==> src/rvx_defs.svh <==
/* Address map and sizing macros for the RVX system bus.
   Include wherever a region, the RAM size or the bank count is needed. */
`ifndef RVX_DEFS_SVH
`define RVX_DEFS_SVH

// RAM size in bytes, must be a power of two
`define RVX_MEMORY_SIZE 1024

// Region base addresses
`define RVX_RAM_BASE 32'h0000_0000
`define RVX_MTIMER_BASE 32'h8001_0000
`define RVX_GPIO_BASE 32'h8002_0000

// Timer region covers mtime and mtimecmp
`define RVX_MTIMER_SIZE 32

// GPIO banks sit back to back from the GPIO base
`define RVX_GPIO_STRIDE 16
`define RVX_NUM_GPIO_BANKS 4

// RAM, timer, then one slot per GPIO bank
`define RVX_NUM_DEVICES (2 + `RVX_NUM_GPIO_BANKS)

`endif

==> src/rvx_pkg.sv <==
/* Shared bus types and device indices for the RVX subsystem.
   Compile before every RTL file that refers to rvx_pkg. */
`include "rvx_defs.svh"

package rvx_pkg;

  // Bus address and data word
  typedef logic [31:0] word_t;

  // One write enable per byte lane
  typedef logic [3:0] strobe_t;

  // Register offset inside a peripheral
  typedef logic [4:0] reg_offset_t;

  // One bit per device on the bus
  typedef logic [`RVX_NUM_DEVICES-1:0] device_mask_t;

  // Pins of a single GPIO bank
  typedef logic [7:0] gpio_byte_t;

  // Device slots on the bus, banks follow the timer
  localparam int DEV_RAM = 0;
  localparam int DEV_MTIMER = 1;
  localparam int DEV_GPIO0 = 2;

endpackage

==> src/rvx_bus_response_mux.sv <==
/* Merges device responses back onto the manager port.
   Read data comes from the one device that answers; unmapped reads return zero. */
`timescale 1ns/1ps
`include "rvx_defs.svh"

module rvx_bus_response_mux (
  input  rvx_pkg::word_t [`RVX_NUM_DEVICES-1:0] device_read_data,
  input  rvx_pkg::device_mask_t                 device_read_response,
  input  rvx_pkg::device_mask_t                 device_write_response,
  input  logic [1:0]                            unmapped_response,
  output rvx_pkg::word_t                        read_data,
  output logic                                  read_response,
  output logic                                  write_response
);
  import rvx_pkg::*;

  // Only the answering slice gets through
  always_comb begin
    read_data = '0;
    for (int i = 0; i < `RVX_NUM_DEVICES; i++) begin
      if (device_read_response[i]) begin
        read_data = read_data | device_read_data[i];
      end
    end
  end

  assign read_response  = (|device_read_response) | unmapped_response[0];
  assign write_response = (|device_write_response) | unmapped_response[1];

  // One transfer in flight, so devices and decoder never answer together
  always_comb begin
    assert final ($onehot0({device_read_response, device_write_response,
                            unmapped_response}));
  end

endmodule

==> config.mk <==
export PLATFORM = sky130hd
export DESIGN_NAME = rvx_bus_response_mux
export DESIGN_NICKNAME = d
export VERILOG_FILES = /design/src/rvx_pkg.sv /design/src/rvx_bus_response_mux.sv
export VERILOG_INCLUDE_DIRS = /design/src /design/src/src
export SDC_FILE = /design/constraint.sdc
export NUM_CORES = 1
export LEC_CHECK = 0
export BUFFER_PORTS_ARGS = -buffer_cell sky130_fd_sc_hd__buf_2
export CELL_PAD_IN_SITES_DETAIL_PLACEMENT = 1
export CELL_PAD_IN_SITES_GLOBAL_PLACEMENT = 1
export CORE_ASPECT_RATIO = 0.5
export CORE_MARGIN = 8
export CORE_UTILIZATION = 18
export DETAILED_ROUTE_END_ITERATION = 12
export PLACE_DENSITY_LB_ADDON = 0.1
export SLEW_MARGIN = 20
export SYNTH_ARGS = -nofsm -noshare
export SYNTH_HDL_FRONTEND = slang
export SYNTH_SLANG_ARGS = --single-unit
==> constraint.sdc <==
create_clock -name vclk -period 1.25
set_clock_uncertainty 0.05 [all_clocks]
set_input_delay 0 -clock vclk [all_inputs]
set_output_delay 0 -clock vclk [all_outputs]
set_load 0.05 [all_outputs]
==> out/qor.yml <==
hold_path:
  hold_start: "unmapped_response[1]"
  min_path_cells: 4
  min_path_type: "in2out"
  hold_end: "write_response"
sta:
  slew-limit-headroom: 0.687
  rsz0062_at_grt: "no"
  worstMarginPinSlew_ns: 0.470
  setup_viol: 0
  clock.fmax_mhz: 997
  finalHoldViolations: 0
  fin_crit_sh: 0.802
  timing.setup.tns_ns: 0
  fin_crit_ns: 1.00
  final_max_slew_viol_count: 0
finish:
  final_util: 0.338
  drive_gt1_frac: 0.749
  syn2layout_area_growth_pct: 79.8
  final_nets: 586
  regArea_um2: 0
  design.seq.count: 0
  nClkBuffers: 0
  antennaDiodeCount: 0
  fin_cells: 474
synthesis:
  synth_area_um2: 1390
  synth_top_area_frac: 0.342
  ys_types: 9
  syn_nets: 364
  synth_area_per_cell_um2: 8.80
  seq_area_frac_synth: 0
  synthCells: 158
  ys_top_cells_by_count: "a22oi_1, a22oi_2, nand3_1"
  yosys.area.top_type: "a22oi_2"
  synth.top_cells.by_area: "a22oi_2, a22oi_1, buf_6, nand3_1, nor4_4"
  synthMostInstantiatedCell: "a22oi_1"
  ys_warn_count: 0
clock_tree:
  cts_hold_buf: 0
  cts_resized: 0
  cts_setup_buffers: 0
worst_setup_path:
  crit_slowest_cell: "clkbuf_4"
  cp-start-kind: "input port"
  end_kind: "output port"
  startpoint: "device_read_response[1]"
  path_cells: "clkbuf_4 > a22oi_1 > nand3_1 > buf_2"
  cp_slowest_stage_delay_ns: 0.39
  crit_type: "in2out"
  crit_required_ns: 1.20
  crit_fanout: 33
  critPathArrivalTime_ns: 0.95
floorplanning:
  start_util: 0.188
  rows: 22
  core_um2: 7400
  die_w_um: 140
  dieHeight_um: 78.1
  die_area_um2: 11000
  io_pins: 240
status:
  outcome: "complete, no violations"
flow_run:
  drv_cap: 0
placement:
  place_congestion: 0.754
  dp_hpwl_um: 7820
  io_buffers: 240
  dp_cells: 474
detailed_routing:
  drc: 0
  routed_via_density: 4.96
  num_vias: 2350
  wl_per_cell_um: 19.8
  drt_iter0_drc: 37
  ant_nets: 0
  firstDrtPassIters: 4
  wl_um: 9380
pwr:
  leakagePower_nw: 1.24
  ir_worst_vdd_uv: 145
  power_density_nw_per_um2: 445
global_route:
  track_usage: 0.154
  antenna_found_initial: 0
  first_global_vias: 2731
  overflow: 0
  grt_first_pass_wirelength_um: 14200
  grt_max_degree: 34
-- how the worst max path moves through the flow --
stage                    end  cells after the start  slack [ns]
2_1_floorplan  read_data[21]                      4        0.38
3_3_place_gp   read_data[23]                      4        0.04
3_5_place_dp   read_data[16]                      4      0.0005
4_1_cts        read_data[16]                      4       0.002
5_1_grt        read_data[18]                      4        0.17
6_report       read_data[16]                      4        0.25
-- logic make-up (layout without fill, tap and decap cells) --
family                 count (synthesis)  count (layout)  synth area share
and+or+nand+nor                       38              38             0.148
buffers and inverters                 24             244             0.197
AOI/OAI and AO/OA                     96              96             0.655
-- layout by cell type, fill, tap and decap left out, drive strengths merged --
cell and count:
a22oi 96, nand2 2, clkbuf 3, nor3 2, nor4 2, nand3 32
buf 241
-- per-stage QoR --
stage	hold WS, ns	power (mW)	area, um^2	setup slack, ns
after floorplan	0.297	0.694	1390	0.381
after global placement	0.351	1.10	2490	0.0391
after detailed placement	0.363	1.12	2490	0.000526
after CTS	0.362	1.13	2490	0.00168
after global routing	0.385	1.19	2500	0.165
final	0.358	1.11	2500	0.247
-- worst max-delay path: cells and delay by family --
| family | cells | cell delay, ns |
|---|---|---|
| buffers and inverters | 2 | 0.66 |
| AOI/OAI and AO/OA | 1 | 0.17 |
| and+or+nand+nor | 1 | 0.11 |
-- report_power, final --
group          total [mW]  switching (mW)  internal (mW)
logic                1.11           0.645          0.467
registers               0               0              0
clock network           0               0              0
total                1.11           0.645          0.467
-- per-layer routing --
layer | global-route usage | vias up | routed length [um]
li1 | - | 1124 | -
met1 | 0.148 | 1114 | 3270
met2 | 0.323 | 110 | 5120
met3 | 0.0573 | 2 | 965
met4 | 0.00430 | 0 | 27
met5 | 0 | - | 0
-- cell type report --
class | instances | area, um^2
multi-input combinational | 134 | 1120
tap | 96 | 120
timing repair buffer | 244 | 1260
fill | 972 | 4900
(Power assumes the default switching activity.)
