<file path="config.mk">
export PLATFORM = sky130hd
export DESIGN_NAME = rvx_mtimer
export DESIGN_NICKNAME = d
export VERILOG_FILES = /design/src/rvx_pkg.sv /design/src/rvx_mtimer.sv
export VERILOG_INCLUDE_DIRS = /design/src /design/src/src
export SDC_FILE = /design/constraint.sdc
export NUM_CORES = 1
export LEC_CHECK = 0
export ABC_CLOCK_PERIOD_IN_PS = 6950
export BUFFER_PORTS_ARGS = -buffer_cell sky130_fd_sc_hd__buf_4
export CAP_MARGIN = 10
export CORE_UTILIZATION = 64
export DETAILED_ROUTE_END_ITERATION = 7
export PLACE_DENSITY = 0.84
export REMOVE_ABC_BUFFERS = 1
export SYNTH_ARGS = -nofsm -noshare
export SYNTH_HDL_FRONTEND = slang
export SYNTH_SLANG_ARGS = --single-unit
</file>
<file path="constraint.sdc">
create_clock -name clock -period 6.95 [get_ports clock]
set_clock_uncertainty 0.2 [all_clocks]
set_input_delay 0.3475 -clock clock [delete_from_list [all_inputs] [get_ports clock]]
set_output_delay 0.3475 -clock clock [all_outputs]
set_load 0.005 [all_outputs]
</file>
<file path="src/rvx_defs.svh">
/* Address map and sizing macros for the RVX system bus.
   Include wherever a region, the RAM size or the bank count is needed. */
`ifndef RVX_DEFS_SVH
`define RVX_DEFS_SVH

// RAM size in bytes, must be a power of two
`define RVX_MEMORY_SIZE 1024

// Region base addresses
`define RVX_RAM_BASE 32'h0000_0000
`define RVX_MTIMER_BASE 32'h8001_0000
`define RVX_GPIO_BASE 32'h8002_0000

// Timer region covers mtime and mtimecmp
`define RVX_MTIMER_SIZE 32

// GPIO banks sit back to back from the GPIO base
`define RVX_GPIO_STRIDE 16
`define RVX_NUM_GPIO_BANKS 4

// RAM, timer, then one slot per GPIO bank
`define RVX_NUM_DEVICES (2 + `RVX_NUM_GPIO_BANKS)

`endif

</file>
<file path="src/rvx_pkg.sv">
/* Shared bus types and device indices for the RVX subsystem.
   Compile before every RTL file that refers to rvx_pkg. */
`include "rvx_defs.svh"

package rvx_pkg;

  // Bus address and data word
  typedef logic [31:0] word_t;

  // One write enable per byte lane
  typedef logic [3:0] strobe_t;

  // Register offset inside a peripheral
  typedef logic [4:0] reg_offset_t;

  // One bit per device on the bus
  typedef logic [`RVX_NUM_DEVICES-1:0] device_mask_t;

  // Pins of a single GPIO bank
  typedef logic [7:0] gpio_byte_t;

  // Device slots on the bus, banks follow the timer
  localparam int DEV_RAM = 0;
  localparam int DEV_MTIMER = 1;
  localparam int DEV_GPIO0 = 2;

endpackage

</file>
<file path="src/rvx_mtimer.sv">
/* RISC-V machine timer: free-running 64-bit mtime and a 64-bit mtimecmp.
   Raises irq while mtime has reached mtimecmp; both halves are bus writable. */
`timescale 1ns/1ps

module rvx_mtimer (
  input  logic                 clock,
  input  logic                 arst_n,
  input  rvx_pkg::reg_offset_t rw_address,
  input  rvx_pkg::word_t       write_data,
  input  rvx_pkg::strobe_t     write_strobe,
  input  logic                 read_request,
  input  logic                 write_request,
  output rvx_pkg::word_t       read_data,
  output logic                 read_response,
  output logic                 write_response,
  output logic                 irq
);
  import rvx_pkg::*;

  localparam reg_offset_t MTIME_LO = 5'd0;
  localparam reg_offset_t MTIME_HI = 5'd4;
  localparam reg_offset_t MTIMECMP_LO = 5'd8;
  localparam reg_offset_t MTIMECMP_HI = 5'd12;

  logic [63:0] mtime;
  logic [63:0] mtimecmp;
  logic [63:0] mtime_next;
  logic [63:0] mtimecmp_next;

  function automatic word_t merge_lanes(word_t old_word, word_t new_word, strobe_t strobe);
    word_t merged;
    merged = old_word;
    for (int lane = 0; lane < 4; lane++) begin
      if (strobe[lane]) begin
        merged[8*lane +: 8] = new_word[8*lane +: 8];
      end
    end
    return merged;
  endfunction

  // A bus write wins over the increment for the half it hits
  always_comb begin
    mtime_next    = mtime + 64'd1;
    mtimecmp_next = mtimecmp;
    if (write_request) begin
      case (rw_address)
        MTIME_LO:    mtime_next[31:0] = merge_lanes(mtime[31:0], write_data, write_strobe);
        MTIME_HI:    mtime_next[63:32] = merge_lanes(mtime[63:32], write_data, write_strobe);
        MTIMECMP_LO: mtimecmp_next[31:0] = merge_lanes(mtimecmp[31:0], write_data,
                                                       write_strobe);
        MTIMECMP_HI: mtimecmp_next[63:32] = merge_lanes(mtimecmp[63:32], write_data,
                                                        write_strobe);
        default:     mtimecmp_next = mtimecmp;
      endcase
    end
  end

  always_ff @(posedge clock or negedge arst_n) begin
    if (!arst_n) begin
      mtime          <= '0;
      mtimecmp       <= '1;
      irq            <= 1'b0;
      read_response  <= 1'b0;
      write_response <= 1'b0;
    end else begin
      mtime          <= mtime_next;
      mtimecmp       <= mtimecmp_next;
      irq            <= (mtime >= mtimecmp);
      read_response  <= read_request;
      write_response <= write_request;
    end
  end

  always_ff @(posedge clock) begin
    if (read_request) begin
      case (rw_address)
        MTIME_LO:    read_data <= mtime[31:0];
        MTIME_HI:    read_data <= mtime[63:32];
        MTIMECMP_LO: read_data <= mtimecmp[31:0];
        MTIMECMP_HI: read_data <= mtimecmp[63:32];
        default:     read_data <= '0;
      endcase
    end
  end

  // Compare starts at all ones, so no spurious interrupt after reset
  assert property (@(posedge clock) $rose(arst_n) |=> !irq);

endmodule

</file>
==> impl_metrics.ini <==
[grt]
grt_max_degree = 77
grt_pass1_wl_um = 44700
antenna_found_initial = 0
grt.overflow.total = 0
first_global_vias = 8220
gr-usage-all-layers_pct = 36.8

[cts]
htreeDepth = 4
numCtsBuffers = 17
clock_latency_ns = 0.43
cts_setup_buffers = 0
cts_sinks = 163
cts_tree = done
clk_pin_slew_ns = 0.06
cts_root_buf = clkbuf_16
clockBufferDepth = 2
ctsResizeCount = 0

[final_layout]
nNetsFinal = 1179
stdcell_area_um2 = 11500
drive_gt1_share_pct = 25.2
utilization_pct = 76.1
area_growth_pct = 16.5
diodes = 0

[critical_path]
cp.required_ns = 7.08
arrival_ns = 2.98
worstPathMaxFanout = 26
cp-start-kind = primary input
crit_type = primary input to flip-flop
end_kind = flip-flop

[power_and_ir_drop]
ir_drop_v = 0.000208
clock_power_share_pct = 33.0
p_leak_nw = 4.83
total_power_w = 0.00313
pwr-share-comb_pct = 22.7
p_seq_share_pct = 44.2
p_int_w = 0.00213
p_switching_w = 0.000997
swShare_pct = 31.9
power_per_cell_area_nw_per_um2 = 271

[synth]
synth-seq-cells = 163
ys_seq_area_share_pct = 43.6
synthXorXnorAreaFrac_pct = 0.0885
synth_top_area_share_pct = 17.0
yosys.area.top_type = dfstp_2
yosys_warnings = 0
synthTopCellsByCount = nor2_1, inv_1, dfrtp_1
synthCells = 976
synthSimpleGateAreaFrac_pct = 17.6
synth_fa_ha_area_share_pct = 8.22
synth_area_leaders = dfstp_2, dfrtp_1, edfxtp_1
synthArstFlopShare_pct = 80.4
synth-compound-area-share_pct = 18.3
synth_mux_area_share_pct = 7.48
synth_cell_types = 76
syn-cell-area_um2 = 9900
synth_ff_type = dfrtp_1
syn_avg_cell_area_um2 = 10.1
synth-edff-count = 32
synth_top_family_by_area = compound AO/OA/AOI/OAI gates
yosysMostFrequentCell = nor2_1

[floorplanning]
core_area_um2 = 15100
die_area_um2 = 16000
num_io_pins = 80
die_h_um = 126
fp-row-count = 45
start_util_pct = 65.4
die_w_um = 126

[drt]
top_layer_used = met4
ant_nets = 0
vias = 8773
met3_length_um = 3110
drt_wl_total_um = 28300
drt_iter0_drc = 1116
routedWlPerCell_um = 22.3
drtPass1Iterations = 8
via_per_inst = 6.91
routedLengthMet1_um = 11500
drc = 11
dr_wl_met2_um = 12500

[place]
numPortBuffers = 79
placed_area_um2 = 10600
gp_congestion = 1.00
dp_slack_ns = 3.84
place_hpwl_um = 19100

[timing]
tightest_slew_ns = 1.09
fin_tns_setup_ns = 0
finalMaxSlewViolations = 0
finalCritPeriodShare_pct = 41.0
hold_viol_final = 0
setup_ws_ns = 4.10
setup_viol = 0
rsz0062_at_grt = no
max_freq_mhz = 351
max-slew-margin-rel_pct = 27.4
fin_crit_ns = 2.85

[status]
violations = DRC
status = finished, violations left

[worst_hold_path]
worstHoldPathType = primary input to flip-flop

[run]
cap_violations = 0
## layer usage
metal  up-vias  track usage [%]
met5         -                0
met4         0             16.1
met3       108             8.56
met2       533             54.6
met1      4216             51.9
li1       3916                -
## logic make-up after synthesis
family	after synthesis
flip-flops	163
buffers and inverters	116
adder cells (fa/ha/maj)	65
AO/OA/AOI/OAI	242
multiplexers	66
AND/OR/NAND/NOR	323
XOR/XNOR	1
## power by group through the flow
stage          combinational (W)  sequential, W  clock, W
2_1_floorplan           0.000450        0.00132         0
3_3_place_gp            0.000638        0.00137         0
3_5_place_dp            0.000667        0.00138         0
4_1_cts                 0.000693        0.00137   0.00104
5_1_grt                 0.000783        0.00140   0.00108
6_report                0.000710        0.00138   0.00103
## through the flow
stage	hold WS [ns]	std cells
global route	0.0000332	1270
global placement	0.254	1209
CTS	0.00410	1270
finish	0.0160	1270
detailed placement	0.259	1209
floorplan	-0.148	935
## critical path: stages
cell	delay, ns
buf_4	0.12
nor4_1	0.57
and3_1	0.98
nor2_1	0.33
a311oi_1	0.41
a41oi_1	0.09
o21a_1	0.13
## cell type report
class                           instances  area [um^2]
Clock buffer                           22          454
Timing Repair Buffer                  115          936
Multi-Input combinational cell        697         5120
Inverter                               75          282
Sequential cell                       163         4320
Tap cell                              188          235
Clock inverter                         10          183
Fill cell                            1008         3620
## state kept, by name, indices dropped and copies added (netlist names)
| name | flops |
|---|---|
| mtime | 64 |
| mtimecmp | 64 |
| read_data | 32 |
| irq | 1 |
| read_response | 1 |
| write_response | 1 |
## cells in the final DEF (no fill, tap or decap), types with 34 or more instances in the layout
cell and count:
a21oi_1 52, a221o_1 34, buf_4 86, dfrtp_1 67, dfstp_2 64, ha_1 65, inv_1 75, mux2_2 64
nand2_1 61, nand3_1 51, nand4_1 35, nor2_1 72
## timing repair
action | 4_1_cts | 5_1_grt
hold buffers | 29 | 0
endpoints found under the setup margin | 0 | 0
endpoints found under the hold margin | 78 | 0
## path summary, 6_finish.rpt
kind,startpoint,endpoint,slack (ns),cells past startpoint
worst max-delay path,rw_address[3],mtime[12]$_DFFE_PN0P_,4.10,7
max in group asynchronous,arst_n,mtime[47]$_DFFE_PN0P_,4.82,3
worst max register to register,mtime[0]$_DFFE_PN0P_,mtime[56]$_DFFE_PN0P_,4.11,7
worst min-delay path,write_data[19],mtimecmp[19]$_DFFE_PN1P_,0.02,2
min in group asynchronous,arst_n,mtime[62]$_DFFE_PN0P_,0.36,2
worst min register to register,mtime[63]$_DFFE_PN0P_,mtime[63]$_DFFE_PN0P_,0.32,1
(Power assumes the default switching activity.)
