==> src/rvx_defs.svh <==
/* Address map and sizing macros for the RVX system bus.
   Include wherever a region, the RAM size or the bank count is needed. */
`ifndef RVX_DEFS_SVH
`define RVX_DEFS_SVH

// RAM size in bytes, must be a power of two
`define RVX_MEMORY_SIZE 1024

// Region base addresses
`define RVX_RAM_BASE 32'h0000_0000
`define RVX_MTIMER_BASE 32'h8001_0000
`define RVX_GPIO_BASE 32'h8002_0000

// Timer region covers mtime and mtimecmp
`define RVX_MTIMER_SIZE 32

// GPIO banks sit back to back from the GPIO base
`define RVX_GPIO_STRIDE 16
`define RVX_NUM_GPIO_BANKS 4

// RAM, timer, then one slot per GPIO bank
`define RVX_NUM_DEVICES (2 + `RVX_NUM_GPIO_BANKS)

`endif

==> src/rvx_pkg.sv <==
/* Shared bus types and device indices for the RVX subsystem.
   Compile before every RTL file that refers to rvx_pkg. */
`include "rvx_defs.svh"

package rvx_pkg;

  // Bus address and data word
  typedef logic [31:0] word_t;

  // One write enable per byte lane
  typedef logic [3:0] strobe_t;

  // Register offset inside a peripheral
  typedef logic [4:0] reg_offset_t;

  // One bit per device on the bus
  typedef logic [`RVX_NUM_DEVICES-1:0] device_mask_t;

  // Pins of a single GPIO bank
  typedef logic [7:0] gpio_byte_t;

  // Device slots on the bus, banks follow the timer
  localparam int DEV_RAM = 0;
  localparam int DEV_MTIMER = 1;
  localparam int DEV_GPIO0 = 2;

endpackage

==> src/rvx_gpio_bank.sv <==
/* One 8-pin GPIO bank: synchronised inputs, output and output-enable registers.
   Replicated per bank at the top level, each bank with its own bus slot. */
`timescale 1ns/1ps

module rvx_gpio_bank (
  input  logic                 clock,
  input  logic                 arst_n,
  input  rvx_pkg::reg_offset_t rw_address,
  input  rvx_pkg::word_t       write_data,
  input  rvx_pkg::strobe_t     write_strobe,
  input  logic                 read_request,
  input  logic                 write_request,
  input  rvx_pkg::gpio_byte_t  gpio_input,
  output rvx_pkg::word_t       read_data,
  output logic                 read_response,
  output logic                 write_response,
  output rvx_pkg::gpio_byte_t  gpio_output,
  output rvx_pkg::gpio_byte_t  gpio_oe
);
  import rvx_pkg::*;

  localparam reg_offset_t INPUT_REG = 5'd0;
  localparam reg_offset_t OUTPUT_REG = 5'd4;
  localparam reg_offset_t OE_REG = 5'd8;

  gpio_byte_t input_meta;
  gpio_byte_t input_sync;

  always_ff @(posedge clock or negedge arst_n) begin
    if (!arst_n) begin
      input_meta     <= '0;
      input_sync     <= '0;
      gpio_output    <= '0;
      gpio_oe        <= '0;
      read_response  <= 1'b0;
      write_response <= 1'b0;
    end else begin
      // Two-flop synchroniser on the pins
      input_meta     <= gpio_input;
      input_sync     <= input_meta;
      read_response  <= read_request;
      write_response <= write_request;
      if (write_request && write_strobe[0]) begin
        if (rw_address == OUTPUT_REG) begin
          gpio_output <= write_data[7:0];
        end
        if (rw_address == OE_REG) begin
          gpio_oe <= write_data[7:0];
        end
      end
    end
  end

  // Input register is read-only, writes there just get acknowledged
  always_ff @(posedge clock) begin
    if (read_request) begin
      case (rw_address)
        INPUT_REG:  read_data <= {24'b0, input_sync};
        OUTPUT_REG: read_data <= {24'b0, gpio_output};
        OE_REG:     read_data <= {24'b0, gpio_oe};
        default:    read_data <= '0;
      endcase
    end
  end

endmodule

==> config.mk <==
export PLATFORM = sky130hd
export DESIGN_NAME = rvx_gpio_bank
export DESIGN_NICKNAME = d
export VERILOG_FILES = /design/src/rvx_pkg.sv /design/src/rvx_gpio_bank.sv
export VERILOG_INCLUDE_DIRS = /design/src /design/src/src
export SDC_FILE = /design/constraint.sdc
export NUM_CORES = 1
export LEC_CHECK = 0
export BUFFER_PORTS_ARGS = -buffer_cell sky130_fd_sc_hd__buf_2
export CAP_MARGIN = 5
export CORE_ASPECT_RATIO = 0.6
export CORE_UTILIZATION = 42
export DETAILED_ROUTE_END_ITERATION = 10
export GPL_TIMING_DRIVEN = 1
export PLACE_DENSITY_LB_ADDON = 0.1
export SLEW_MARGIN = 25
export SYNTH_ARGS = -nofsm -noshare
export SYNTH_HDL_FRONTEND = slang
export SYNTH_SLANG_ARGS = --single-unit
==> constraint.sdc <==
create_clock -name clock -period 0.9 [get_ports clock]
set_input_delay 0.045 -clock clock [delete_from_list [all_inputs] [get_ports clock]]
set_output_delay 0.045 -clock clock [all_outputs]
set_load 0.005 [all_outputs]
==> run metrics, run 1 <==
status complete, but fails checks; failing checks negative setup slack; crit share post-route 121%; Worst R2R Start gpio_output[4]; crit path DAT 1.26 ns; Vias 1,048; layout cells sized above 1 49.2%; Post-Synth XOR/XNOR Area 0%; num rows 17; number of global-route vias before repair 1,013; adder-cell share of the synthesized area 0%; antenna-violating nets left 0; Placed Area 2010 um^2; drt first pass iters 4; Ports 103; main combinational cell family by area after synthesis multiplexers; diode count 0; WL final 3250 um; die width 83.8 um; Hold WC Path Type in -> reg; die area 4280 um^2; TritonCTS Buffers 5; routed len/inst 14.0 um; r2r setup slk 0 ns; Worst Hold End read_response; overflow left after global routing 0; Slowest-stage cell, CP or4_4; htree depth 2; Async SR Flop Fraction 81.0%; Final WS setup -0.187 ns; total power 4.16 mW; met1 GRT Util 23.2%; Register-to-Register Path Depth 2; fmax 0.920 GHz; first-pass GRT wire length 5180 um; number of flops mapped to enable cells by yosys 8; detailed placement HPWL 2260 um; post-synth top area share 50.5%; Slew Viols, Final 0; CP startpoint kind input port; CTS tree built; Yosys warnings 0; Max-cap violations 0; Synth Area in Compound Gates 4.16%; Final Setup Violations 24; root buffer cell clkbuf_8; worst-path fanout max 8; crit path buf inv count 1; Setup crit end kind register; final number of hold-violating endpoints 0; data required time of the worst path 1.08 ns; worst vdd ir 0.975 mV; mux contribution to synthesized area 15.5%; Starting DRT DRC Count 51; Worst-Skew Late Latency 0.29 ns; initial antenna violation count 0; busiest grt layer met2; Final GP Congestion 0.764; cell accounting for the most synthesized area dfrtp_1; pre-CTS setup slack -0.514 ns; drt drc 0; CP max stage delay 0.57 ns; clock sinks 42; FF-to-FF End read_data[4]; post-layout util 62.1%; pin count of the biggest net entering global routing 35; Area contributors post-synth dfrtp_1 (51%), edfxtp_1 (14%), buf_4 (11%); Core Box Area 3740 um^2; Area growth syn-to-layout 38.0%; critical path depth 4; Synth Flop Type dfrtp_1; met3 Track Usage GR 6.30%; Port Buffers 51; DIE HEIGHT 51.1 um; vias per inst 4.52; post-route cell area 2320 um^2; Post-synth top cells dfrtp_1 (34), buf_4 (25), mux2_2 (16); count leader, synth dfrtp_1; syn_area_per_cell 15.6 um^2; Clock Tree Buf Depth 2; critical path class in -> reg; RSZ-0062 raised after global routing yes; Fin Clk Skew 0.00720 ns; initial core utilization 45.0%; CP Cell Sequence buf_6, or4_4, nor2_8, mux2_2; post-synthesis cell count 108; LEAKAGE 1.17 nW; GRT met2 Usage 24.1%; P per Cell Area 1790 nW/um^2; synthesized area 1680 um^2; Tmin final 1.09 ns; Clock transition at path regs 0.08 ns; Seq/Total Area, Yosys 64.8%; Hold Crit Start read_request; GRT Total Usage 16.9%; Post-Synth Simple-Gate Area 3.94%; nets 237; Cell variety after synth 15; hold path depth 1; Synth Register Bits 42; critical path's top delay family simple AND/OR/NAND/NOR gates
[routing by layer]
| layer | wire, um | share of wire (%) | vias up |
|---|---|---|---|
| li1 | - | - | 485 |
| met1 | 1520 | 47 | 498 |
| met2 | 1400 | 43 | 58 |
| met3 | 267 | 8.2 | 7 |
| met4 | 60 | 1.8 | 0 |
| met5 | 0 | 0 | - |
[registers in the layout, summed over array words and instances, names as in the netlist]
name and count:
read_response 1, gpio_output 8, gpio_oe 8, input_meta 8, read_data 8, write_response 1
input_sync 8
[cells by family after synthesis]
| family | Yosys count |
|---|---|
| AO/OA/AOI/OAI | 8 |
| buffers and inverters | 26 |
| AND/OR/NAND/NOR | 7 |
| multiplexers | 24 |
| flip-flops | 42 |
| other | 1 |
[cell usage in the layout, fill, tap and decap left out]
master and n:
buf_2 49, dfrtp_1 34, conb_1 24, dlygate4sd3_1 14
mux2_4 9, mux2i_1 8, edfxtp_1 8, mux2_2 7
o2bb2ai_2 6, clkbuf_8 5, buf_6 3, buf_4 3
o2bb2ai_1 2, clkbuf_1 2, buf_12 2, or3_4 1
nor3b_2 1, or4_4 1, nand3_1 1, nor2_8 1
nand4b_1 1, nor2_4 1, bufinv_16 1, buf_8 1
[metrics by stage]
stage                     cells  hold WS (ns)  setup TNS (ns)
after floorplan             131        -0.251           -6.45
after global placement      209        0.0134           -8.94
after detailed placement    209        0.0165           -9.54
after CTS                   231       0.00156           -2.27
after global routing        232      0.000923           -2.83
final                       232       0.00869           -2.42
[area by class of cell]
cell class / count / area, um^2
clock inverters: 1 / 30.0
multi-input cells: 63 / 572
clock buffers: 7 / 76.3
repair buffers: 72 / 497
well taps: 47 / 58.8
flip-flops and latches: 42 / 1090
fillers: 305 / 1420
[where the power goes]
| part | switching [mW] | leakage [nW] | internal, mW | total, mW |
|---|---|---|---|---|
| clock network | 0.604 | 0.0524 | 0.830 | 1.43 |
| logic | 0.221 | 0.608 | 0.311 | 0.532 |
| registers | 0.100 | 0.505 | 2.09 | 2.19 |
| total | 0.926 | 1.17 | 3.23 | 4.16 |
[worst reg2reg max path: cells and delay by family, from the launching register on]
| family | cells | cell delay (ns) |
|---|---|---|
| AO/OA/AOI/OAI | 1 | 0.07 |
| multiplexers | 1 | 0.18 |
| flip-flops | 1 | 0.41 |
[worst max path at each step]
stage | from | end | slack, ns
2_1_floorplan | rw_address[4] | gpio_output[0] | -0.40
3_3_place_gp | rw_address[4] | gpio_output[2] | -0.47
3_5_place_dp | rw_address[4] | gpio_output[5] | -0.51
4_1_cts | rw_address[4] | gpio_output[5] | -0.18
5_1_grt | rw_address[4] | gpio_output[7] | -0.20
6_report | rw_address[4] | gpio_output[5] | -0.19
[what timing repair did]
action                                 CTS  global route
hold buffers                            13             1
resized for setup                       10             2
buffers inserted                         1             0
setup endpoints to repair               24            38
endpoints found under the hold margin   48             1
(Power assumes the default switching activity.)
==> run 2, diff against run 1 <==
- CORE_ASPECT_RATIO: 0.6 -> 1.4
==> run metrics, run 2 (same netlist as run 1, synthesis figures left out) <==
footprint of the multi-input gates 591 um^2 (+3.3%); CP startpoint kind input port; Area growth syn-to-layout 37.5%; Max-cap violations 0 (unchanged); CP max stage delay 0.57 ns (about the same); vias per inst 4.63 (+2.5%); Register-to-Register Path Depth 2 (unchanged); antenna-violating nets left 0 (unchanged); data required time of the worst path 1.07 ns (about the same); CP Capture Point gpio_output[2]; FF-to-FF End read_data[4]; Slew Viols, Final 0 (unchanged); Post-Layout Cell Count 228 (-1.7%); clock sinks 42 (unchanged); Slowest-stage cell, CP or4_4; Fin Clk Skew 0.00651 ns (-0.000687 ns); CTS tree built; Final WS setup -0.170 ns (+0.0173 ns); critical path's top delay family simple AND/OR/NAND/NOR gates; final number of hold-violating endpoints 0 (unchanged); DP Cell Count 205 (-1.9%); drt drc 0 (unchanged); layout cells sized above 1 50.5% (+1.3 points); fmax 0.934 GHz (+1.6%); total power 3.86 mW (-7.0%); die width 55.5 um (-34%); Core Box Area 3740 um^2 (about the same); routed len/inst 14.4 um (+2.7%); worst vdd ir 1.26 mV (+30%); Setup crit end kind register; post-route cell area 2320 um^2 (-0.38%); fill count 307 (+0.66%); CP Cell Sequence buf_6, or4_4, nor2_8, mux2_2; FF/Latch Area 1090 um^2 (unchanged); Final GP Congestion 0.717 (-6.2%); first-pass GRT wire length 5160 um (-0.39%); root buffer cell clkbuf_8; r2r setup slk 0 ns (unchanged); Worst R2R Start gpio_output[4]; pre-CTS setup slack -0.501 ns (+0.0127 ns); detailed placement HPWL 2250 um (-0.59%); Clock Tree Buf Depth 2 (unchanged); Final Setup Violations 24 (unchanged); LEAKAGE 1.17 nW (+0.30%); P per Cell Area 1670 nW/um^2 (-6.7%); most common cell after layout, fill and taps aside buf_2; GRT Total Usage 16.3% (-0.60 points); htree depth 2 (unchanged); crit path DAT 1.25 ns (about the same); WL final 3280 um (+0.92%); die area 4270 um^2 (-0.12%); worst-path fanout max 8 (unchanged); crit path buf inv count 1 (unchanged); Worst-Skew Late Latency 0.29 ns (about the same); Clock transition at path regs 0.07 ns (about the same); number of global-route vias before repair 1,059 (+4.5%); DIE HEIGHT 76.9 um (+51%); num rows 26 (+9); TritonCTS Buffers 5 (unchanged); initial core utilization 45.0% (about the same); RSZ-0062 raised after global routing yes; status complete, but fails checks; nets 238 (+0.42%); Starting DRT DRC Count 24 (-53%); Critical Path Source rw_address[4]; critical path class in -> reg; overflow left after global routing 0 (unchanged); crit share post-route 119% (-1.9 points); Port Buffers 51 (unchanged); commonest cells after routing, fill and taps aside buf_2 (49), dfrtp_1 (34), conb_1 (24); Hold WC Path Type in -> reg; Vias 1,056 (+0.76%); drt first pass iters 2 (-2); setup TNS -2.67 ns (-0.251 ns); initial antenna violation count 0 (unchanged); Placed Area 2010 um^2 (about the same); Tmin final 1.07 ns (-0.0173 ns); critical path depth 4 (unchanged); Ports 103 (unchanged); diode count 0 (unchanged); failing checks negative setup slack; pin count of the biggest net entering global routing 35 (unchanged)
[run 2: cell types whose count changed in the layout (fill, tap and decap cells not counted), sizes merged]
| cell | delta |
|---|---|
| clkbuf | -1 |
| clkinv | +2 |
| bufinv | -1 |
| buf | +1 |
[run 2: report_power, final]
part | internal (mW) | total, mW | switching (mW)
clock | 0.533 | 1.13 | 0.598
sequential | 2.09 | 2.19 | 0.101
combinational | 0.314 | 0.542 | 0.228
total | 2.94 | 3.86 | 0.927
[run 2: repair_timing]
item                                   in CTS  in global routing
cloned                                      0                  0
resized for setup                           3                 11
pin swaps                                   0                  3
setup endpoints to repair                  24                 31
hold buffers                               13                  1
buffers inserted                            0                  1
endpoints found under the hold margin      47                  2
[run 2: per-stage QoR]
step | util [%] | hold WS (ns)
floorplan | - | -0.251
global placement | 53.6 | 0.0141
detailed placement | 53.6 | 0.0208
CTS | 59.7 | 0.000426
global route | 61.9 | 0.00212
finish | 61.9 | 0.00740
[run 2: worst min path at each step]
stage | to | slack [ns] | start | cells past startpoint
finish | gpio_oe[4] | 0.007 | write_data[4] | 2
global route | gpio_oe[3] | 0.002 | write_data[3] | 2
CTS | gpio_output[0] | 0.0004 | write_data[0] | 2
detailed placement | input_sync[6] | 0.02 | arst_n | 2
global placement | gpio_oe[6] | 0.01 | arst_n | 2
floorplan | gpio_oe[0] | -0.25 | arst_n | 0
[run 2: layer usage]
metal	vias up	part of all wire (%)	track usage, %
met2	52	51	25.9
met5	-	0	0
li1	487	-	-
met4	0	2.3	11.0
met3	8	5.7	3.54
met1	509	41	19.8
[run 2: area by class of cell]
cell class                 count  share of cell area (%)
clock inverter                 2                   0.378
sequential                    42                    47.1
multi-input combinational     63                    25.5
clock buffer                   6                    3.13
timing repair buffer          73                    21.6
tap                           42                    2.27
