<file path="config.mk">
export PLATFORM = sky130hd
export DESIGN_NAME = rvx_bus_decoder
export DESIGN_NICKNAME = d
export VERILOG_FILES = /design/src/rvx_pkg.sv /design/src/rvx_bus_decoder.sv
export VERILOG_INCLUDE_DIRS = /design/src /design/src/src
export SDC_FILE = /design/constraint.sdc
export NUM_CORES = 1
export LEC_CHECK = 0
export ABC_CLOCK_PERIOD_IN_PS = 6700
export BUFFER_PORTS_ARGS = -buffer_cell sky130_fd_sc_hd__buf_2
export CAP_MARGIN = 0
export CORE_ASPECT_RATIO = 0.7
export CORE_MARGIN = 2
export CORE_UTILIZATION = 40
export CTS_CLUSTER_DIAMETER = 60
export DETAILED_ROUTE_END_ITERATION = 8
export PLACE_DENSITY = 0.89
export SLEW_MARGIN = 40
export SYNTH_ARGS = -nofsm -noshare
export SYNTH_HDL_FRONTEND = slang
export SYNTH_SLANG_ARGS = --single-unit
</file>
<file path="constraint.sdc">
create_clock -name clock -period 6.7 [get_ports clock]
set_input_delay 1.34 -clock clock [delete_from_list [all_inputs] [get_ports clock]]
set_output_delay 1.34 -clock clock [all_outputs]
set_load 0.05 [all_outputs]
</file>
<file path="src/rvx_defs.svh">
/* Address map and sizing macros for the RVX system bus.
   Include wherever a region, the RAM size or the bank count is needed. */
`ifndef RVX_DEFS_SVH
`define RVX_DEFS_SVH

// RAM size in bytes, must be a power of two
`define RVX_MEMORY_SIZE 1024

// Region base addresses
`define RVX_RAM_BASE 32'h0000_0000
`define RVX_MTIMER_BASE 32'h8001_0000
`define RVX_GPIO_BASE 32'h8002_0000

// Timer region covers mtime and mtimecmp
`define RVX_MTIMER_SIZE 32

// GPIO banks sit back to back from the GPIO base
`define RVX_GPIO_STRIDE 16
`define RVX_NUM_GPIO_BANKS 4

// RAM, timer, then one slot per GPIO bank
`define RVX_NUM_DEVICES (2 + `RVX_NUM_GPIO_BANKS)

`endif

</file>
<file path="src/rvx_pkg.sv">
/* Shared bus types and device indices for the RVX subsystem.
   Compile before every RTL file that refers to rvx_pkg. */
`include "rvx_defs.svh"

package rvx_pkg;

  // Bus address and data word
  typedef logic [31:0] word_t;

  // One write enable per byte lane
  typedef logic [3:0] strobe_t;

  // Register offset inside a peripheral
  typedef logic [4:0] reg_offset_t;

  // One bit per device on the bus
  typedef logic [`RVX_NUM_DEVICES-1:0] device_mask_t;

  // Pins of a single GPIO bank
  typedef logic [7:0] gpio_byte_t;

  // Device slots on the bus, banks follow the timer
  localparam int DEV_RAM = 0;
  localparam int DEV_MTIMER = 1;
  localparam int DEV_GPIO0 = 2;

endpackage

</file>
<file path="src/rvx_bus_decoder.sv">
/* Routes manager request pulses to the device whose region holds the address.
   Addresses are rebased per device; unmapped accesses are acknowledged here. */
`timescale 1ns/1ps
`include "rvx_defs.svh"

module rvx_bus_decoder (
  input  logic                  clock,
  input  logic                  arst_n,
  input  rvx_pkg::word_t        rw_address,
  input  rvx_pkg::word_t        write_data,
  input  rvx_pkg::strobe_t      write_strobe,
  input  logic                  read_request,
  input  logic                  write_request,
  output rvx_pkg::word_t        device_rw_address,
  output rvx_pkg::word_t        device_write_data,
  output rvx_pkg::strobe_t      device_write_strobe,
  output rvx_pkg::device_mask_t device_read_request,
  output rvx_pkg::device_mask_t device_write_request,
  // Bit 0 answers a read, bit 1 a write
  output logic [1:0]            unmapped_response
);
  import rvx_pkg::*;

  localparam word_t GPIO_SPAN = `RVX_GPIO_STRIDE * `RVX_NUM_GPIO_BANKS;

  word_t        ram_offset;
  word_t        mtimer_offset;
  word_t        gpio_offset;
  word_t        gpio_index;
  device_mask_t device_select;

  // Offsets wrap below the base, so one compare checks both bounds
  assign ram_offset    = rw_address - `RVX_RAM_BASE;
  assign mtimer_offset = rw_address - `RVX_MTIMER_BASE;
  assign gpio_offset   = rw_address - `RVX_GPIO_BASE;
  assign gpio_index    = gpio_offset / `RVX_GPIO_STRIDE;

  always_comb begin
    device_select     = '0;
    device_rw_address = rw_address;
    if (ram_offset < `RVX_MEMORY_SIZE) begin
      device_select[DEV_RAM] = 1'b1;
      device_rw_address      = ram_offset;
    end else if (mtimer_offset < `RVX_MTIMER_SIZE) begin
      device_select[DEV_MTIMER] = 1'b1;
      device_rw_address         = mtimer_offset;
    end else if (gpio_offset < GPIO_SPAN) begin
      device_select[DEV_GPIO0 + gpio_index] = 1'b1;
      device_rw_address = gpio_offset - gpio_index * `RVX_GPIO_STRIDE;
    end
  end

  assign device_read_request  = read_request ? device_select : '0;
  assign device_write_request = write_request ? device_select : '0;
  assign device_write_data    = write_data;
  assign device_write_strobe  = write_strobe;

  // Same one-cycle latency as a real device
  always_ff @(posedge clock or negedge arst_n) begin
    if (!arst_n) begin
      unmapped_response <= '0;
    end else begin
      unmapped_response <= {write_request, read_request} & {2{device_select == '0}};
    end
  end

  // Manager never issues both kinds of request together
  assert property (@(posedge clock) disable iff (!arst_n)
    !(read_request && write_request));

  // A request reaches at most one device and never both request lines
  assert property (@(posedge clock) disable iff (!arst_n)
    $onehot0({device_read_request, device_write_request}));

endmodule

</file>
==> results of run 1 <==
[kinds of logic after synthesis]
family | Yosys count | share of synthesized area (%)
flip-flops | 2 | 3.29
buffers and inverters | 73 | 28.0
multiplexers | 2 | 1.31
adder cells (fa/ha/maj) | 6 | 4.93
XOR/XNOR | 7 | 4.03
AND/OR/NAND/NOR | 108 | 43.5
AO/OA/AOI/OAI | 28 | 15.0
[critical path, cell delays in order]
cell and delay [ps]:
buf_2 150, inv_1 180, ha_1 310, nor3b_2 560, a41o_1 290, and4b_1 240
nand2_1 60, or4_1 700, nor4_1 310, buf_2 310
[synthesized netlist by cell type (all sizes together), types with 6 or more instances]
cell type,number,area share [%]
buf,42,20
nor4b,6,3.5
ha,6,4.9
nand3,7,2.3
clkbuf,25,6.2
nand2,14,3.5
inv,6,1.5
nand4,9,3.7
nor4,13,5.3
nor2,12,3.0
and2,12,4.9
or4,6,3.5
[through the flow]
stage,setup WS (ps),total power [W],instances
global placement,1110,0.000110,282
floorplan,387,0.000146,226
global route,681,0.000168,285
CTS,958,0.000159,285
finish,894,0.000158,285
detailed placement,975,0.000110,282
[cell usage in the layout, fill, tap and decap left out, drive strengths merged, types with 5 or more instances in the layout]
cell type / netlist / layout
buf: 42 / 73
o21ai: 5 / 5
and2: 12 / 12
nor4b: 6 / 6
nand3: 7 / 7
nor3: 5 / 5
nor4: 13 / 13
or4: 6 / 6
inv: 6 / 6
nand2: 14 / 14
nand4: 9 / 9
ha: 6 / 6
nor2: 12 / 12
[area by class of cell]
| cell class | count | area [µm²] |
|---|---|---|
| fillers | 375 | 1990 |
| repair buffers | 73 | 365 |
| inverters | 6 | 22.5 |
| multi-input cells | 151 | 1050 |
| flip-flops and latches | 2 | 50.0 |
| clock buffers | 3 | 41.3 |
| well taps | 50 | 62.6 |
[how the worst max path moves through the flow]
| stage | start | end | cells after the start |
|---|---|---|---|
| after CTS | rw_address[17] | device_read_request[5] | 10 |
| after global routing | rw_address[17] | device_write_request[3] | 10 |
| after detailed placement | rw_address[17] | device_read_request[5] | 10 |
| final | rw_address[17] | device_read_request[5] | 10 |
| after global placement | rw_address[17] | device_read_request[5] | 10 |
| after floorplan | rw_address[18] | device_read_request[2] | 10 |
[layer usage]
layer | up-vias | GRT usage, % | wire, µm
met5 | - | 0 | 0
met4 | 0 | 4.08 | 31
li1 | 796 | - | -
met1 | 759 | 25.5 | 1890
met3 | 4 | 4.55 | 500
met2 | 107 | 28.2 | 1860
[power breakdown]
group | internal [W] | total, W | switching, W | leakage [nW]
sequential | 0.0000128 | 0.0000129 | 0.0000000959 | 0.0233
combinational | 0.0000272 | 0.0000983 | 0.0000712 | 0.637
clock | 0.0000379 | 0.0000468 | 0.00000883 | 0.0216
==> flow_metrics.env, run 1 <==
export IMPL_status="finished, final reports clean"
export IMPL_largest_reg_flops=2
export IMPL_ys_flop_type="dfrtp_1"
export IMPL_initial_core_util_pct=42.5
export IMPL_nNetsFinal=315
export IMPL_design_area_um2=1590
export IMPL_routed_via_count=1666
export IMPL_synth_nets=304
export IMPL_gp_congestion=0.906
export IMPL_fmax_mhz=172
export IMPL_drc=0
export IMPL_syn_avg_cell_area_um2=6.74
export IMPL_io_buffer_count=73
export IMPL_crit_required_ps=5360
export IMPL_final_hold_violation_count=0
export IMPL_grt_overflow=0
export IMPL_io_pins=154
export IMPL_reg_top3="unmapped_response: 2 flops"
export IMPL_ctsResizeCount=0
export IMPL_cts_root_buffer="clkbuf_8"
export IMPL_ys_types=50
export IMPL_cts_tree="done"
export IMPL_numCtsBuffers=3
export IMPL_start_kind="input port"
export IMPL_setup_violations_final=0
export IMPL_fp_coreArea_um2=3580
export IMPL_die_x_um=77.7
export IMPL_n_antenna_cell=0
export IMPL_die_area_um2=4320
export IMPL_vdd_ir_drop_max_v=0.0000718
export IMPL_grtUsageTotal_pct=18.2
export IMPL_dpl_instance_area_um2=1550
export IMPL_drv_slew=0
export IMPL_finish_utilization_pct=44.3
export IMPL_placementRows=18
export IMPL_tightest_slew_ps=819
export IMPL_cts_max_level=1
export IMPL_whs_ps=910
export IMPL_drive_above_1_share_pct=35.7
export IMPL_grt_pass1_wl_mm=6.56
export IMPL_cp_end_kind="output pin"
export IMPL_slew_headroom_pct=44.6
export IMPL_antenna_left=0
export IMPL_vias_per_cell=5.85
export IMPL_async_flop_share_pct=100
export IMPL_antenna_found_initial=0
export IMPL_hp_class="input port to asynchronous set/reset pin"
export IMPL_clk_pin_slew_worst_paths_ps=30
export IMPL_synthCells=226
export IMPL_synth_ff_latch_count=2
export IMPL_fin_setup_tns_ps=0
export IMPL_cts_sinks=2
export IMPL_rsz0062_at_grt="false"
export IMPL_syn_area_um2=1520
export IMPL_p_per_area_nw_per_um2=99.5
export IMPL_top_register="unmapped_response"
export IMPL_ys_warnings_count=0
export IMPL_grt_max_degree=15
export IMPL_crit_type="input port to output pin"
export IMPL_area_delta_synth_final_pct=4.27
export IMPL_timing_final_crit_share_pct=86.7
export IMPL_cts_max_path_buffers=2
export IMPL_yosysSeqAreaShare_pct=3.29
export IMPL_avgRoutedWirePerCell_um=15.0
export IMPL_ctsHoldBuffers=0
export IMPL_leakage_nw=0.682
export IMPL_post_cts_buffers=0
export IMPL_synth_edf_count=0
export IMPL_first_global_vias=1404
export IMPL_min_period_ps=5810
export IMPL_drt_initial_drc_count=164
export IMPL_drt_first_pass_iters=4
export IMPL_drv_cap=0
export IMPL_die_h_um=55.6
export IMPL_worstPathMaxFanout=10
export IMPL_dp_hpwl_mm=3.55
export IMPL_totalWireLength_mm=4.28
export IMPL_critPathArrivalTime_ps=4470
No activity file was read; power rests on OpenSTA's default activity.
==> run 2: changes to the inputs <==
- CORE_UTILIZATION: 40 -> 35
- PLACE_DENSITY: 0.89 -> 0.79
==> run 2 against run 1 <==
Power shrank 0.54%; core utilization shrank 6.8 points; combinational power is essentially flat; hold slack gained 5.6 ps; maximum frequency grew 0.67%; cell count grew 1.8%; non-clock buffer count is the same; largest cell class unchanged.
==> flow_metrics.env, run 2 (synthesized netlist as in run 1, its figures left out) <==
export IMPL_drv_slew=0
export IMPL_avgRoutedWirePerCell_um=14.6
export IMPL_worstPathCellList="buf_2 -> inv_1 -> ha_1 -> nor3b_2 -> a41o_1 -> and4b_1 -> nand2_1 -> or4_1 -> nor4_1 -> buf_2"
export IMPL_drv_cap=0
export IMPL_worst_path_max_delay_cell="or4_1"
export IMPL_final_common_cell="buf_2"
export IMPL_antenna_found_initial=0
export IMPL_die_h_um=59.2
export IMPL_min_period_ps=5770
export IMPL_drc=0
export IMPL_pwr_share_seq_pct=8.2
export IMPL_timing_final_crit_share_pct=86.1
export IMPL_cts_max_level=1
export IMPL_crit_required_ps=5360
export IMPL_drt_first_pass_iters=4
export IMPL_pwr_share_clk_pct=29.1
export IMPL_dpl_instance_area_um2=1550
export IMPL_dp_cells=287
export IMPL_die_x_um=82.8
export IMPL_die_area_um2=4900
export IMPL_setup_violations_final=0
export IMPL_fillers=425
export IMPL_crit_buf_inv=3
export IMPL_grt_max_degree=15
export IMPL_vdd_ir_drop_max_v=0.0000926
export IMPL_final_cell_mix="buf_2 (73), nand2_1 (14), nor4_1 (13), nor2_1 (12), and2_1 (12)"
export IMPL_p_switching_w=0.0000793
export IMPL_seqCellArea_um2=50.0
export IMPL_design_area_um2=1600
export IMPL_pwr_share_comb_pct=62.6
export IMPL_largest_reg_flops=2
export IMPL_drt_initial_drc_count=212
export IMPL_placementRows=20
export IMPL_n_antenna_cell=0
export IMPL_worstPathMaxFanout=10
export IMPL_final_hold_violation_count=0
export IMPL_initial_core_util_pct=35.8
export IMPL_crit_type="input port to output pin"
export IMPL_crit_family="simple AND/OR/NAND/NOR gates"
export IMPL_post_cts_buffers=0
export IMPL_power_internal_w=0.0000778
export IMPL_tightest_slew_ps=841
export IMPL_cts_root_buffer="clkbuf_8"
export IMPL_rsz0062_at_grt="false"
export IMPL_fin_setup_tns_ps=0
export IMPL_critical_path_endpoint="device_write_request[3]"
export IMPL_nNetsFinal=315
export IMPL_first_global_vias=1449
export IMPL_swShare_pct=50.4
export IMPL_p_per_area_nw_per_um2=98.3
export IMPL_status="finished, final reports clean"
export IMPL_clk_pin_slew_worst_paths_ps=30
export IMPL_cts_sinks=2
export IMPL_stdcell_count=290
export IMPL_ctsHoldBuffers=0
export IMPL_crit_start="rw_address[17]"
export IMPL_reg_top3="unmapped_response: 2 flops"
export IMPL_gp_congestion=0.921
export IMPL_critPathMostFrequentCell="buf_2"
export IMPL_cts_tree="done"
export IMPL_critical_path_max_stage_delay_ps=690
export IMPL_dp_hpwl_mm=3.48
export IMPL_ctsResizeCount=0
export IMPL_finish_utilization_pct=37.6
export IMPL_grt_overflow=0
export IMPL_io_buffer_count=73
export IMPL_grtUsageTotal_pct=16.6
export IMPL_drive_above_1_share_pct=36.2
export IMPL_antenna_left=0
export IMPL_critPathArrivalTime_ps=4430
export IMPL_path_depth=10
export IMPL_routed_via_count=1716
export IMPL_vias_per_cell=5.92
export IMPL_io_pins=154
export IMPL_slew_headroom_pct=43.1
export IMPL_grt_pass1_wl_mm=6.76
export IMPL_hp_class="input port to asynchronous set/reset pin"
export IMPL_fp_coreArea_um2=4250
export IMPL_top_register="unmapped_response"
export IMPL_start_kind="input port"
export IMPL_fmax_mhz=173
export IMPL_numCtsBuffers=3
export IMPL_area_delta_synth_final_pct=5.01
export IMPL_cts_max_path_buffers=2
export IMPL_totalWireLength_mm=4.23
export IMPL_multi_input_area_um2=1050
export IMPL_leakage_nw=0.683
export IMPL_cp_end_kind="output pin"
run 2: power by group through the flow:
stage | logic (W) | registers (W) | clock network [W]
finish | 0.0000984 | 0.0000129 | 0.0000458
CTS | 0.0000977 | 0.0000129 | 0.0000470
floorplan | 0.000131 | 0.0000153 | 0
global route | 0.000105 | 0.0000130 | 0.0000494
detailed placement | 0.0000973 | 0.0000130 | 0
global placement | 0.0000969 | 0.0000130 | 0
run 2: cell type report:
type	count	area share, %
tap	55	4.30
timing repair buffer	73	22.8
sequential	2	3.13
multi-input combinational	151	65.7
inverter	6	1.41
clock buffer	3	2.58
run 2: worst min path at each step:
stage | endpoint | slack [ps] | cells after the start | startpoint
floorplan | unmapped_response[0]$_DFF_PN0_ | 1040 | 0 | arst_n
global placement | unmapped_response[0]$_DFF_PN0_ | 1130 | 1 | arst_n
detailed placement | unmapped_response[1]$_DFF_PN0_ | 1130 | 1 | arst_n
CTS | unmapped_response[1]$_DFF_PN0_ | 910 | 1 | arst_n
global route | unmapped_response[1]$_DFF_PN0_ | 910 | 1 | arst_n
finish | unmapped_response[0]$_DFF_PN0_ | 920 | 1 | arst_n
run 2: per-layer routing:
| layer | routed length [µm] | global-route usage, % | vias up |
|---|---|---|---|
| met5 | 0 | 0 | - |
| met4 | 35 | 4.22 | 0 |
| met3 | 483 | 2.92 | 10 |
| met2 | 1920 | 27.5 | 123 |
| met1 | 1790 | 22.7 | 789 |
| li1 | - | - | 794 |
run 2: stage by stage:
| stage | total power, W | hold slack [ps] | worst slack, ps |
|---|---|---|---|
| after global routing | 0.000168 | 912 | 736 |
| final | 0.000157 | 915 | 933 |
| after detailed placement | 0.000110 | 1130 | 1010 |
| after global placement | 0.000110 | 1130 | 1100 |
| after floorplan | 0.000146 | 1040 | 387 |
| after CTS | 0.000158 | 913 | 993 |
